## src/hw/upsp_pkg.sv

```systemverilog
// Fixed 8x4 source / 16x8 destination geometry; 2x nearest-neighbour only, no scaling options
package upsp_pkg;

	// Image geometry, four 8-bit pixels per stream word
	localparam int PIX_PER_WORD      = 4;
	localparam int SRC_W             = 8;
	localparam int SRC_H             = 4;
	localparam int DST_W             = 2 * SRC_W;
	localparam int DST_H             = 2 * SRC_H;
	localparam int SRC_WORDS_PER_ROW = SRC_W / PIX_PER_WORD;
	localparam int DST_WORDS_PER_ROW = DST_W / PIX_PER_WORD;
	localparam int SRC_FRAME_WORDS   = SRC_WORDS_PER_ROW * SRC_H;
	localparam int DST_FRAME_WORDS   = DST_WORDS_PER_ROW * DST_H;

	// Output FIFO default depth
	localparam int FIFO_DEPTH = 8;

	// Pixel 0 sits in the low byte of a word
	typedef logic [7:0] pixel_t;
	typedef logic [PIX_PER_WORD*$bits(pixel_t)-1:0] word_t;

	// Register link
	typedef logic [1:0]  crf_addr_t;
	typedef logic [31:0] crf_data_t;

	// Frame counters, one spare value for the "all taken" state
	typedef logic [$clog2(SRC_FRAME_WORDS+1)-1:0] src_cnt_t;
	typedef logic [$clog2(DST_FRAME_WORDS+1)-1:0] dst_cnt_t;

	// Register map
	localparam crf_addr_t REG_CTRL   = 2'd0;
	localparam crf_addr_t REG_FRAMES = 2'd1;

	// Bit positions inside REG_CTRL
	localparam int CTRL_UPSTART_BIT = 0;
	localparam int CTRL_UPEND_BIT   = 1;

	// Controller FSM
	typedef enum logic [1:0] {
		IDLE,
		RUN,
		FINISH
	} ac_state_t;

endpackage

```

## src/hw/crf_if.sv

```systemverilog
// Write strobe is single-cycle and may be dropped by the register file when the host writes
`timescale 1ns/100ps

interface crf_if;
	import upsp_pkg::*;

	// Current start/end flags from REG_CTRL
	logic      upstart;
	logic      upend;

	// Controller write-back port
	logic      wrt;
	crf_addr_t waddr;
	crf_data_t wdata;

	// Register file side
	modport regs (
		output upstart,
		output upend,
		input  wrt,
		input  waddr,
		input  wdata
	);

	// Controller side
	modport ctrl (
		input  upstart,
		input  upend,
		output wrt,
		output waddr,
		output wdata
	);

endinterface

```

## src/hw/access_control.sv

```systemverilog
// One frame per UPSTART; a write-back lost to a concurrent host write is not retried
`timescale 1ns/100ps

module access_control (
	input  logic clk,
	input  logic rst_n,
	crf_if.ctrl  crf,
	input  logic frame_done,
	output logic window,
	output logic frame_clear,
	output logic busy
);
	import upsp_pkg::*;

	ac_state_t state;
	logic      start_req;

	// Start requested by UPSTART without UPEND
	assign start_req = crf.upstart && !crf.upend;

	// IDLE waits for start, RUN lasts until the last beat is taken,
	// FINISH is a single cycle for write-back and clear
	always_ff @(posedge clk or negedge rst_n) begin
		if (!rst_n) begin
			state <= IDLE;
		end else begin
			case (state)
				IDLE: begin
					if (start_req)
						state <= RUN;
				end
				RUN: begin
					if (frame_done)
						state <= FINISH;
				end
				FINISH: begin
					state <= IDLE;
				end
				default: begin
					state <= IDLE;
				end
			endcase
		end
	end

	// Datapath only moves inside the time window
	assign window = (state == RUN);

	// Processing flag also covers the write-back cycle
	assign busy = (state != IDLE);

	// Status write-back in FINISH sets UPEND and clears UPSTART
	assign crf.wrt   = (state == FINISH);
	assign crf.waddr = REG_CTRL;
	assign crf.wdata = crf_data_t'(1) << CTRL_UPEND_BIT;

	// Same cycle flushes every datapath stage
	assign frame_clear = (state == FINISH);

endmodule

```

## src/hw/config_regs.sv

```systemverilog
// Host writes win over controller write-back; REG_FRAMES is read-only, only REG_CTRL bits 1:0 exist
`timescale 1ns/100ps

module config_regs (
	input  logic                clk,
	input  logic                rst_n,
	input  logic                host_wr,
	input  upsp_pkg::crf_addr_t host_addr,
	input  upsp_pkg::crf_data_t host_wdata,
	output upsp_pkg::crf_data_t host_rdata,
	crf_if.regs                 crf
);
	import upsp_pkg::*;

	logic      upstart_q;
	logic      upend_q;
	crf_data_t frames_q;
	crf_data_t ctrl_word;

	// Controller write lands only in a cycle without host write
	always_ff @(posedge clk or negedge rst_n) begin
		if (!rst_n) begin
			upstart_q <= 1'b0;
			upend_q   <= 1'b0;
			frames_q  <= '0;
		end else if (host_wr) begin
			// Writes to REG_FRAMES are ignored
			if (host_addr == REG_CTRL) begin
				upstart_q <= host_wdata[CTRL_UPSTART_BIT];
				upend_q   <= host_wdata[CTRL_UPEND_BIT];
			end
		end else if (crf.wrt && crf.waddr == REG_CTRL) begin
			upstart_q <= crf.wdata[CTRL_UPSTART_BIT];
			upend_q   <= crf.wdata[CTRL_UPEND_BIT];
			// Count a frame each time UPEND is written back
			if (crf.wdata[CTRL_UPEND_BIT])
				frames_q <= frames_q + 1'b1;
		end
	end

	// REG_CTRL as seen by the host
	always_comb begin
		ctrl_word = '0;
		ctrl_word[CTRL_UPSTART_BIT] = upstart_q;
		ctrl_word[CTRL_UPEND_BIT]   = upend_q;
	end

	// Combinational read, unmapped addresses give zero
	always_comb begin
		case (host_addr)
			REG_CTRL:   host_rdata = ctrl_word;
			REG_FRAMES: host_rdata = frames_q;
			default:    host_rdata = '0;
		endcase
	end

	assign crf.upstart = upstart_q;
	assign crf.upend   = upend_q;

endmodule

```

## src/hw/out_buffer.sv

```systemverilog
// DEPTH must be a power of two; rd is assumed only when the FIFO is not empty
`timescale 1ns/100ps

module out_buffer #(
	parameter int DEPTH = upsp_pkg::FIFO_DEPTH
) (
	input  logic            clk,
	input  logic            rst_n,
	input  logic            frame_clear,
	input  logic            wvalid,
	output logic            wready,
	input  upsp_pkg::word_t wdata,
	input  logic            rd,
	output upsp_pkg::word_t rdata,
	output logic            empty
);
	import upsp_pkg::*;

	word_t                    mem [DEPTH];
	// Pointers carry one wrap bit above the address
	logic [$clog2(DEPTH):0]   wptr;
	logic [$clog2(DEPTH):0]   rptr;
	logic                     full;
	logic                     push;

	assign empty  = (wptr == rptr);
	// Same address, opposite wrap bit
	assign full   = (wptr[$clog2(DEPTH)] != rptr[$clog2(DEPTH)]) &&
	                (wptr[$clog2(DEPTH)-1:0] == rptr[$clog2(DEPTH)-1:0]);
	assign wready = !full;
	assign push   = wvalid && wready;

	// Pointer update
	always_ff @(posedge clk or negedge rst_n) begin
		if (!rst_n) begin
			wptr <= '0;
			rptr <= '0;
		end else if (frame_clear) begin
			wptr <= '0;
			rptr <= '0;
		end else begin
			if (push)
				wptr <= wptr + 1'b1;
			if (rd)
				rptr <= rptr + 1'b1;
		end
	end

	// Storage
	always_ff @(posedge clk) begin
		if (push)
			mem[wptr[$clog2(DEPTH)-1:0]] <= wdata;
	end

	// Head word, shown without a read
	assign rdata = mem[rptr[$clog2(DEPTH)-1:0]];

endmodule

```

## src/hw/stream_in.sv

```systemverilog
// Takes exactly SRC_FRAME_WORDS words per frame; input tlast is not checked against the count
`timescale 1ns/100ps

module stream_in (
	input  logic            clk,
	input  logic            rst_n,
	input  logic            window,
	input  logic            frame_clear,
	input  logic            s_axis_tvalid,
	output logic            s_axis_tready,
	input  upsp_pkg::word_t s_axis_tdata,
	input  logic            s_axis_tlast,
	output logic            src_valid,
	input  logic            src_ready,
	output upsp_pkg::word_t src_data
);
	import upsp_pkg::*;

	logic     hold_valid;
	word_t    hold_data;
	src_cnt_t taken;
	logic     take;

	// Ready only with a free slot and words left in the frame.
	// Frame length comes from the count, so tlast has no effect here
	assign s_axis_tready = window && !hold_valid && (taken < src_cnt_t'(SRC_FRAME_WORDS));
	assign take          = s_axis_tvalid && s_axis_tready;

	// Holding register control and word count
	always_ff @(posedge clk or negedge rst_n) begin
		if (!rst_n) begin
			hold_valid <= 1'b0;
			taken      <= '0;
		end else if (frame_clear) begin
			hold_valid <= 1'b0;
			taken      <= '0;
		end else if (take) begin
			hold_valid <= 1'b1;
			taken      <= taken + 1'b1;
		end else if (src_ready) begin
			hold_valid <= 1'b0;
		end
	end

	// Payload
	always_ff @(posedge clk) begin
		if (take)
			hold_data <= s_axis_tdata;
	end

	assign src_valid = hold_valid;
	assign src_data  = hold_data;

endmodule

```

## src/hw/stream_out.sv

```systemverilog
// tlast every DST_WORDS_PER_ROW beats; frame_done assumes exactly DST_FRAME_WORDS per frame
`timescale 1ns/100ps

module stream_out (
	input  logic            clk,
	input  logic            rst_n,
	input  logic            window,
	input  logic            frame_clear,
	input  logic            empty,
	output logic            rd,
	input  upsp_pkg::word_t rdata,
	output logic            m_axis_tvalid,
	input  logic            m_axis_tready,
	output upsp_pkg::word_t m_axis_tdata,
	output logic            m_axis_tlast,
	output logic            frame_done
);
	import upsp_pkg::*;

	dst_cnt_t beat_cnt;
	dst_cnt_t next_cnt;
	logic     row_end;
	logic     frame_end;
	logic     final_q;

	// Pop when output register is free or being drained
	assign rd = !empty && window && (!m_axis_tvalid || m_axis_tready);

	// Beat number of the word being popped
	assign next_cnt  = beat_cnt + 1'b1;
	assign row_end   = (next_cnt % dst_cnt_t'(DST_WORDS_PER_ROW)) == '0;
	assign frame_end = (next_cnt == dst_cnt_t'(DST_FRAME_WORDS));

	// Output register control
	always_ff @(posedge clk or negedge rst_n) begin
		if (!rst_n) begin
			m_axis_tvalid <= 1'b0;
			m_axis_tlast  <= 1'b0;
			final_q       <= 1'b0;
			beat_cnt      <= '0;
		end else if (frame_clear) begin
			m_axis_tvalid <= 1'b0;
			m_axis_tlast  <= 1'b0;
			final_q       <= 1'b0;
			beat_cnt      <= '0;
		end else if (rd) begin
			m_axis_tvalid <= 1'b1;
			m_axis_tlast  <= row_end;
			final_q       <= frame_end;
			beat_cnt      <= next_cnt;
		end else if (m_axis_tready) begin
			m_axis_tvalid <= 1'b0;
			m_axis_tlast  <= 1'b0;
			final_q       <= 1'b0;
		end
	end

	// Data holds under back-pressure since rd is low then
	always_ff @(posedge clk) begin
		if (rd)
			m_axis_tdata <= rdata;
	end

	// Last beat of the frame accepted
	assign frame_done = m_axis_tvalid && m_axis_tready && final_q;

endmodule

```

## src/hw/upsampler.sv

```systemverilog
// 2x nearest-neighbour only; one source row buffered, next row taken after both copies leave
`timescale 1ns/100ps

module upsampler (
	input  logic            clk,
	input  logic            rst_n,
	input  logic            frame_clear,
	input  logic            src_valid,
	output logic            src_ready,
	input  upsp_pkg::word_t src_data,
	output logic            wvalid,
	input  logic            wready,
	output upsp_pkg::word_t wdata
);
	import upsp_pkg::*;

	// Line buffer, entry 0 is the word being replicated
	word_t    line_buf [SRC_WORDS_PER_ROW];
	src_cnt_t fill_cnt;
	dst_cnt_t emit_cnt;
	logic     row_full;
	logic     last_emit;
	logic     load;
	logic     emit;
	pixel_t   pix_a;
	pixel_t   pix_b;

	assign row_full  = (fill_cnt == src_cnt_t'(SRC_WORDS_PER_ROW));
	// Two copies of a destination row
	assign last_emit = (emit_cnt == dst_cnt_t'(2 * DST_WORDS_PER_ROW - 1));

	assign src_ready = !row_full;
	assign wvalid    = row_full;
	assign load      = src_valid && src_ready;
	assign emit      = wvalid && wready;

	// Fill, then emit both copies of the row
	always_ff @(posedge clk or negedge rst_n) begin
		if (!rst_n) begin
			fill_cnt <= '0;
			emit_cnt <= '0;
		end else if (frame_clear) begin
			fill_cnt <= '0;
			emit_cnt <= '0;
		end else if (load) begin
			fill_cnt <= fill_cnt + 1'b1;
		end else if (emit) begin
			if (last_emit) begin
				fill_cnt <= '0;
				emit_cnt <= '0;
			end else begin
				emit_cnt <= emit_cnt + 1'b1;
			end
		end
	end

	// Shift in while filling; rotate after each source word's second half,
	// so a full copy brings the row back to its start
	always_ff @(posedge clk) begin
		if (load) begin
			for (int i = 0; i < SRC_WORDS_PER_ROW - 1; i++)
				line_buf[i] <= line_buf[i+1];
			line_buf[SRC_WORDS_PER_ROW-1] <= src_data;
		end else if (emit && emit_cnt[0]) begin
			for (int i = 0; i < SRC_WORDS_PER_ROW - 1; i++)
				line_buf[i] <= line_buf[i+1];
			line_buf[SRC_WORDS_PER_ROW-1] <= line_buf[0];
		end
	end

	// Even beat takes p0/p1, odd beat p2/p3
	always_comb begin
		if (emit_cnt[0]) begin
			pix_a = line_buf[0][2*$bits(pixel_t) +: $bits(pixel_t)];
			pix_b = line_buf[0][3*$bits(pixel_t) +: $bits(pixel_t)];
		end else begin
			pix_a = line_buf[0][0 +: $bits(pixel_t)];
			pix_b = line_buf[0][$bits(pixel_t) +: $bits(pixel_t)];
		end
		// Each pixel doubled horizontally
		wdata = {pix_b, pix_b, pix_a, pix_a};
	end

endmodule

```

## src/hw/upsp_top.sv

```systemverilog
// Fixed-size frames started by REG_CTRL writes; no tkeep/tstrb/tid/tdest/user sidebands
`timescale 1ns/100ps

module upsp_top (
	input  logic                clk,
	input  logic                rst_n,
	input  logic                host_wr,
	input  upsp_pkg::crf_addr_t host_addr,
	input  upsp_pkg::crf_data_t host_wdata,
	output upsp_pkg::crf_data_t host_rdata,
	output logic                busy,
	input  logic                s_axis_tvalid,
	output logic                s_axis_tready,
	input  upsp_pkg::word_t     s_axis_tdata,
	input  logic                s_axis_tlast,
	output logic                m_axis_tvalid,
	input  logic                m_axis_tready,
	output upsp_pkg::word_t     m_axis_tdata,
	output logic                m_axis_tlast
);
	import upsp_pkg::*;

	logic  window;
	logic  frame_clear;
	logic  frame_done;
	logic  src_valid;
	logic  src_ready;
	word_t src_data;
	logic  up_wvalid;
	logic  up_wready;
	word_t up_wdata;
	logic  ob_empty;
	logic  ob_rd;
	word_t ob_rdata;

	// Register link
	crf_if crf0 ();

	config_regs regs0 (
		.clk        (clk),
		.rst_n      (rst_n),
		.host_wr    (host_wr),
		.host_addr  (host_addr),
		.host_wdata (host_wdata),
		.host_rdata (host_rdata),
		.crf        (crf0)
	);

	access_control ctrl0 (
		.clk         (clk),
		.rst_n       (rst_n),
		.crf         (crf0),
		.frame_done  (frame_done),
		.window      (window),
		.frame_clear (frame_clear),
		.busy        (busy)
	);

	stream_in sin0 (
		.clk           (clk),
		.rst_n         (rst_n),
		.window        (window),
		.frame_clear   (frame_clear),
		.s_axis_tvalid (s_axis_tvalid),
		.s_axis_tready (s_axis_tready),
		.s_axis_tdata  (s_axis_tdata),
		.s_axis_tlast  (s_axis_tlast),
		.src_valid     (src_valid),
		.src_ready     (src_ready),
		.src_data      (src_data)
	);

	upsampler ups0 (
		.clk         (clk),
		.rst_n       (rst_n),
		.frame_clear (frame_clear),
		.src_valid   (src_valid),
		.src_ready   (src_ready),
		.src_data    (src_data),
		.wvalid      (up_wvalid),
		.wready      (up_wready),
		.wdata       (up_wdata)
	);

	out_buffer #(
		.DEPTH (FIFO_DEPTH)
	) obuf0 (
		.clk         (clk),
		.rst_n       (rst_n),
		.frame_clear (frame_clear),
		.wvalid      (up_wvalid),
		.wready      (up_wready),
		.wdata       (up_wdata),
		.rd          (ob_rd),
		.rdata       (ob_rdata),
		.empty       (ob_empty)
	);

	stream_out sout0 (
		.clk           (clk),
		.rst_n         (rst_n),
		.window        (window),
		.frame_clear   (frame_clear),
		.empty         (ob_empty),
		.rd            (ob_rd),
		.rdata         (ob_rdata),
		.m_axis_tvalid (m_axis_tvalid),
		.m_axis_tready (m_axis_tready),
		.m_axis_tdata  (m_axis_tdata),
		.m_axis_tlast  (m_axis_tlast),
		.frame_done    (frame_done)
	);

endmodule

```

## config.mk

```make
export PLATFORM = sky130hd
export DESIGN_NAME = upsp_top
export DESIGN_NICKNAME = d
export VERILOG_FILES = /design/src/hw/upsp_pkg.sv /design/src/hw/crf_if.sv /design/src/hw/access_control.sv /design/src/hw/config_regs.sv /design/src/hw/out_buffer.sv /design/src/hw/stream_in.sv /design/src/hw/stream_out.sv /design/src/hw/upsampler.sv /design/src/hw/upsp_top.sv
export SDC_FILE = /design/constraint.sdc
export NUM_CORES = 1
export LEC_CHECK = 0
export BUFFER_PORTS_ARGS = -buffer_cell sky130_fd_sc_hd__buf_2
export CAP_MARGIN = 30
export CORE_MARGIN = 2
export CORE_UTILIZATION = 40
export CTS_BUF_LIST = sky130_fd_sc_hd__clkbuf_16
export DETAILED_ROUTE_END_ITERATION = 8
export HOLD_SLACK_MARGIN = 0.05
export RECOVER_POWER = 50
export SLEW_MARGIN = 20
export SYNTH_ARGS = -nofsm -noshare
export SYNTH_HDL_FRONTEND = slang
export SYNTH_SLANG_ARGS = --single-unit
```

## constraint.sdc

```tcl
create_clock -name clk -period 7 [get_ports clk]
set_clock_uncertainty 0.05 [all_clocks]
set_input_delay 1.4 -clock clk [delete_from_list [all_inputs] [get_ports clk]]
set_output_delay 1.4 -clock clk [all_outputs]
set_load 0.05 [all_outputs]
```

Word level (Yosys, flattened, before mapping)
Memory sizes are Yosys's and may differ from the RTL's. A register that Yosys moved wholly into a read port is not among the register bits.
Cells that the tools add are included.
- bitwise logic cells: 3
- reductions and logical operators: 35
- $add $sub $neg: 7
- muxes and demuxes: 47
- magnitude comparators: 1
- eq/ne operators: 14
- operators by type and width (cell ; number):
    32-bit two-way mux ; 2
    32-bit case mux with 2 select lines ; 1
    4-bit two-way mux ; 10
    6-bit two-way mux ; 6
    32-bit by 1-bit adder with 32-bit output (second input constant) ; 1
    1-bit two-way mux ; 23
    4-bit by 1-bit adder with 4-bit output (second input constant) ; 4
    8-bit two-way mux ; 2
    6-bit by 1-bit adder with 6-bit output (second input constant) ; 2
    1-bit logical AND ; 12
    2-bit AND reduction ; 5
    2-bit nonzero test ; 5
    3-bit nonzero test ; 3
    6-bit by 3-bit equality test with 1-bit output (second input constant) ; 1
    6-bit equality test (second input constant) ; 1
    1-bit logical NOT ; 6
    6-bit logical NOT ; 1
    2-bit by 1-bit equality test with 1-bit output (second input constant) ; 2
    4-bit by 2-bit equality test with 1-bit output (second input constant) ; 1
    4-bit equality test ; 1
    2-bit logical NOT ; 2
    4-bit less-than comparator (second input constant) ; 1
    2-bit two-way mux ; 2
    2-bit by 1-bit inequality test with 1-bit output (second input constant) ; 2
    other kinds (9) ; 11
- memories: 2
- logic and storage cells: 124
- RAM bits: 320
- output and inout bits: 68
- register bits: 100
- memories (memory ; depth ; bits a word ; read ports ; clocked after Yosys merged registers in ; wr ports ; line ; text):
    obuf0.mem ; 8 ; 32 ; 1 ; 1 ; 1 ; out_buffer.sv:19 ; word_t mem [DEPTH];
    ups0.line_buf ; 2 ; 32 ; 2 ; 0 ; 2 ; upsampler.sv:18 ; word_t line_buf [SRC_WORDS_PER_ROW];

Longest topological paths before layout
- word-level depth: 9
- depth in mapped cells: 7

Modules after synthesis
A second synthesis with hierarchy kept.
- cells, all modules: 1009
- area total of the unflattened synthesis: 18640.4 µm²
- by module, submodules not included (module ; cells each ; instances ; area an instance (µm²)):
    out_buffer ; 440 ; 1 ; 10383.7
    upsampler ; 195 ; 1 ; 3201.8
    config_regs ; 188 ; 1 ; 1975.6
    stream_out ; 86 ; 1 ; 1495.2
    stream_in ; 54 ; 1 ; 1208.7
    access_control ; 46 ; 1 ; 375.4

Worst setup path after synthesis
Ideal clock, no wire load.
- path kind: register -> register
- from: register ctrl0.state[1]
- to: register sin0.hold_data[0], in the netlist sin0.src_data[0] (enable)
- required time: 6.561 ns
- cell stages (with the launch flop): 4
- path buffers: 0
- data arrival time: 3.346 ns
- library setup time: 0.389 ns
- path slack: 3.216 ns
- cell sequence: dfrtp_1 nor4b_1 nand2_1 inv_1
- longest elaborated chain between the ends: 4
- ends and longest elaborated chain (element ; line ; text):
    start: declaration ; access_control.sv:15 ; ac_state_t state;
    start signal: assignment ; access_control.sv:25 ; state <= IDLE;
    start signal: assignment ; access_control.sv:30 ; state <= RUN;
    start signal: assignment ; access_control.sv:34 ; state <= FINISH;
    2-bit by 1-bit equality test with 1-bit output ; access_control.sv:47 ; assign window = (state == RUN);
    1-bit logical AND (2 in a row) ; stream_in.sv:26 ; assign s_axis_tready = window && !hold_valid && (taken < src_cnt_t'(SRC_FRAME_WORDS));
    net s_axis_tready ; upsp_top.sv:13 ; output logic s_axis_tready,
    1-bit logical AND ; stream_in.sv:27 ; assign take = s_axis_tvalid && s_axis_tready;
    net sin0.take ; stream_in.sv:22 ; logic take;
    end signal: assignment ; stream_in.sv:48 ; hold_data <= s_axis_tdata;
    end: declaration ; stream_in.sv:20 ; word_t hold_data;
The timed path passes the listed nets, and every way through them passes these cells.
A chain may end at the register's enable or synchronous reset.

==> results.tsv <==
stage	metric	value	unit
route	DRC violations left	0	
worst_hold_path	hold depth	0	
route	Via density	5.016	
setup_path	slowest stage delay, CP	1.77	ns
setup_path	Reg2Reg Capture Point	sout0.m_axis_tdata[15]	
sta	slew margin rel.	-97.83	%
power_and_ir_drop	Pleak	0.005432	uW
placed_design	RePlAce Congestion	0.7564	
finish	Fill cells	2667	
die	die area	32830	um^2
power_and_ir_drop	Logic pwr share	26.7	%
logic_synthesis	Synth Register Bits	308	
logic_synthesis	Yosys top cell by area	edfxtp_1	
setup_path	Worst Path Arrival	4.32	ns
finish	fin nets	939	
setup_path	CP top delay family	buffers and inverters	
setup_path	critical path data required time	6.88	ns
die	initial core utilization	40.84	%
setup_path	Critical Path Fanout Max	43	
setup_path	slowest CP cell	clkbuf_1	
power_and_ir_drop	Sw Ratio	32.29	%
global_routing	busiest grt layer	met2	
logic_synthesis	Unique masters post-synth	59	
worst_hold_path	hold_sp	ups0.line_buf[0][46]	
power_and_ir_drop	register share of total power	45.2	%
power_and_ir_drop	Pwr Density	431.2	nW/um^2
die	die width	181.2	um
sta	Slew Limit Fails	115	
route	Initial DRC Count	424	
die	row count	64	
worst_hold_path	HP Class	register to register	
global_routing	gr ovfl total	0	
die	Core Box Area	30750	um^2
logic_synthesis	post-synth top area share	57.39	%
setup_path	Worst path most repeated cell	clkbuf_1	
finish	Layout area overhead	16.47	%
clocking	Clock Tree Buf Depth	3	
global_routing	first-pass GRT wire length	35.29	mm
sta	Setup TNS	0	ns
route	post-route ant nets	0	
global_routing	GR met1 Demand/Resource	18.94	%
worst_hold_path	worst hold endpoint	ups0.line_buf[0][14]	
sta	Setup Viol. Count Final	0	
sta	Period Utilization, post-route	63.44	%
global_routing	met2 track demand over resource	21.59	%
logic_synthesis	Seq/Total Area, Yosys	70.94	%
logic_synthesis	Async SR Flop Fraction	22.08	%
logic_synthesis	cells after synthesis	744	
route	Wirelength per Cell	16.99	um
power_and_ir_drop	NetSw	2037	uW
setup_path	Worst setup EP type	async pin	
clocking	CTS sink cnt	308	
setup_path	Reg2Reg Depth	3	
clocking	root buffer cell	clkbuf_16	
clocking	Clk pin slew, worst setup/hold paths	0.06	ns
outcome	failing checks	capacitance limit, slew limit	
clocking	clk_lat worst skew	0.52	ns
placed_design	DPL Wire Length	13.42	mm
power_and_ir_drop	Power Total	6307	uW
die	Die Y	181.2	um
setup_path	FF-to-FF Start	obuf0.rptr[0]	
placed_design	I/O Buffers	108	
die	Ports	140	
clocking	total CTS buffers	34	
setup_path	r2r setup slk	3.12	ns
clocking	Gates resized, CTS repair	0	
sta	Fin. Hold Viols	0	
global_routing	largest net degree at the start of global routing	69	
route	final WL	21.73	mm
setup_path	nature of the critical path startpoint	input pin	
route	drt first pass iters	4	
logic_synthesis	most area-consuming cells after synthesis	edfxtp_1, dfrtp_1, mux4_2, mux2_2, xnor2_1	
logic_synthesis	Cell Area, Synth	12560	um^2
sta	RSZ-0062 raised after global routing	false	
logic_synthesis	syn nets	825	
sta	Fmax achieved	0.2252	GHz
placed_design	Place WS	3.173	ns
global_routing	vias in the first global route	6486	
clocking	htree depth	2	
clocking	Hold Buf Count CTS	0	
clocking	CTS tree	done	
setup_path	worst path bufs/invs	3	
power_and_ir_drop	VDD IR max	0.0001932	V
logic_synthesis	EDFF count, synth	240	
power_and_ir_drop	Clk pwr share	28.2	%
sta	actual slew at the worst max-slew pin	2.967	ns
global_routing	initial antenna violation count	0	
logic_synthesis	prevailing post-synth register cell	edfxtp_1	
logic_synthesis	Synth top cells by count	edfxtp_1, dfrtp_1, mux2_2, nand2_1, mux4_2	
clocking	total setup buffers inserted after CTS	0	
finish	share of layout cells above drive strength 1	29.67	%
logic_synthesis	warnings from Yosys	0	
outcome	outcome	finished with violations	
global_routing	Total Routing Usage GR	13.55	%
setup_path	CP cell instances	buf_2 > clkbuf_1 > clkbuf_1	
sta	setup ws final	2.559	ns
setup_path	Crit Path Class	input pin to async pin	
logic_synthesis	Mean Syn Cell Area	16.88	um^2
global_routing	M3 GR Usage	2.600	%
route	vias	6416	
run	max-cap violations	3	
logic_synthesis	count leader, synth	edfxtp_1	
finish	Antenna diodes	0	
sta	minimum clock period after layout	4.441	ns
power_and_ir_drop	Int Pwr	4270	uW
## flip-flops by register name, indices dropped and copies added, names as in the netlist, 6 cells and up
name,cells
ups0.emit_cnt,6
sout0.m_axis_tdata,16
obuf0.mem,128
sin0.src_data,32
regs0.frames_q,32
sout0.beat_cnt,6
ups0.line_buf,64
## how the worst max path moves through the flow
stage | cells past startpoint | from | end
2_1_floorplan | 3 | ctrl0.state[1] | sin0.src_data[0]
3_3_place_gp | 5 | host_addr[0] | host_rdata[16]
3_5_place_dp | 5 | host_addr[0] | host_rdata[17]
4_1_cts | 5 | host_addr[0] | host_rdata[17]
5_1_grt | 3 | rst_n | obuf0.rptr[0]
6_report | 3 | rst_n | obuf0.rptr[0]
## final cells by class
type / instances / area (um^2) / area share, %
clock inverters: 27 / 270.3 / 1.848
inverters: 10 / 37.54 / 0.2566
flip-flops and latches: 308 / 8910 / 60.92
well taps: 396 / 495.5 / 3.388
multi-input cells: 378 / 3371 / 23.05
repair buffers: 126 / 691.9 / 4.731
clock buffers: 34 / 850.8 / 5.817
## metal layers
layer,up-vias,wire (um)
met1,3200,10360
met4,0,400
met5,-,0
met2,128,9975
met3,30,987
li1,3058,-
## metrics by stage
stage | hold slack [ns] | area, um^2 | instances | util (%)
2_1_floorplan | 0.3503 | 12560 | 744 | -
3_3_place_gp | 0.3506 | 13440 | 1210 | 43.72
3_5_place_dp | 0.3545 | 13500 | 1214 | 43.91
4_1_cts | 0.3650 | 14620 | 1275 | 47.56
5_1_grt | 0.3751 | 14630 | 1279 | 47.57
6_report | 0.3627 | 14630 | 1279 | 47.57
## power groups by stage
stage | registers (uW) | clock network, uW | logic (uW)
CTS | 2850 | 1830 | 1740
finish | 2850 | 1780 | 1680
floorplan | 2970 | 0 | 1230
global route | 2900 | 1900 | 1830
detailed placement | 2890 | 0 | 1730
global placement | 2870 | 0 | 1700
## placed cells by master (no fill, tap or decap), types with 5 or more instances in the layout
| cell type | netlist | routed |
|---|---|---|
| and2_1 | 31 | 31 |
| clkbuf_16 | 0 | 34 |
| mux2_1 | 6 | 25 |
| ha_1 | 9 | 9 |
| mux2_2 | 59 | 40 |
| dfrtp_1 | 68 | 67 |
| or3_1 | 6 | 6 |
| nor3_1 | 9 | 7 |
| mux2i_1 | 10 | 10 |
| buf_4 | 18 | 5 |
| a21oi_1 | 8 | 8 |
| nand2_1 | 34 | 33 |
| xor2_1 | 17 | 17 |
| nand3_1 | 20 | 20 |
| bufinv_16 | 0 | 5 |
| nor2_2 | 0 | 6 |
| nor3b_1 | 5 | 5 |
| clkbuf_1 | 18 | 8 |
| o21ai_0 | 13 | 13 |
| xnor2_1 | 24 | 24 |
| edfxtp_1 | 240 | 240 |
| nor2_1 | 23 | 17 |
| nand2b_1 | 5 | 5 |
| buf_2 | 9 | 106 |
| inv_1 | 10 | 17 |
| clkinv_1 | 0 | 7 |
| mux4_2 | 32 | 32 |
| nand4_1 | 13 | 13 |
## worst reg2reg max path: stages (launching register included)
cell      delay [ns]
dfrtp_2         0.38
clkbuf_1        2.09
mux4_2          0.76
mux2_1          0.34
## cells by family (layout without fill, tap and decap cells)
logic type / count (synthesis) / in the layout / synth area share, %
buffers and inverters: 58 / 197 / 2.431
muxes: 107 / 107 / 12.36
and+or+nand+nor: 183 / 183 / 8.519
adders and majority gates: 9 / 9 / 0.8967
xor gates and xnor gates: 41 / 41 / 2.859
AOI/OAI and AO/OA: 38 / 38 / 1.993
DFF: 308 / 308 / 70.94
(Power assumes the default switching activity.)
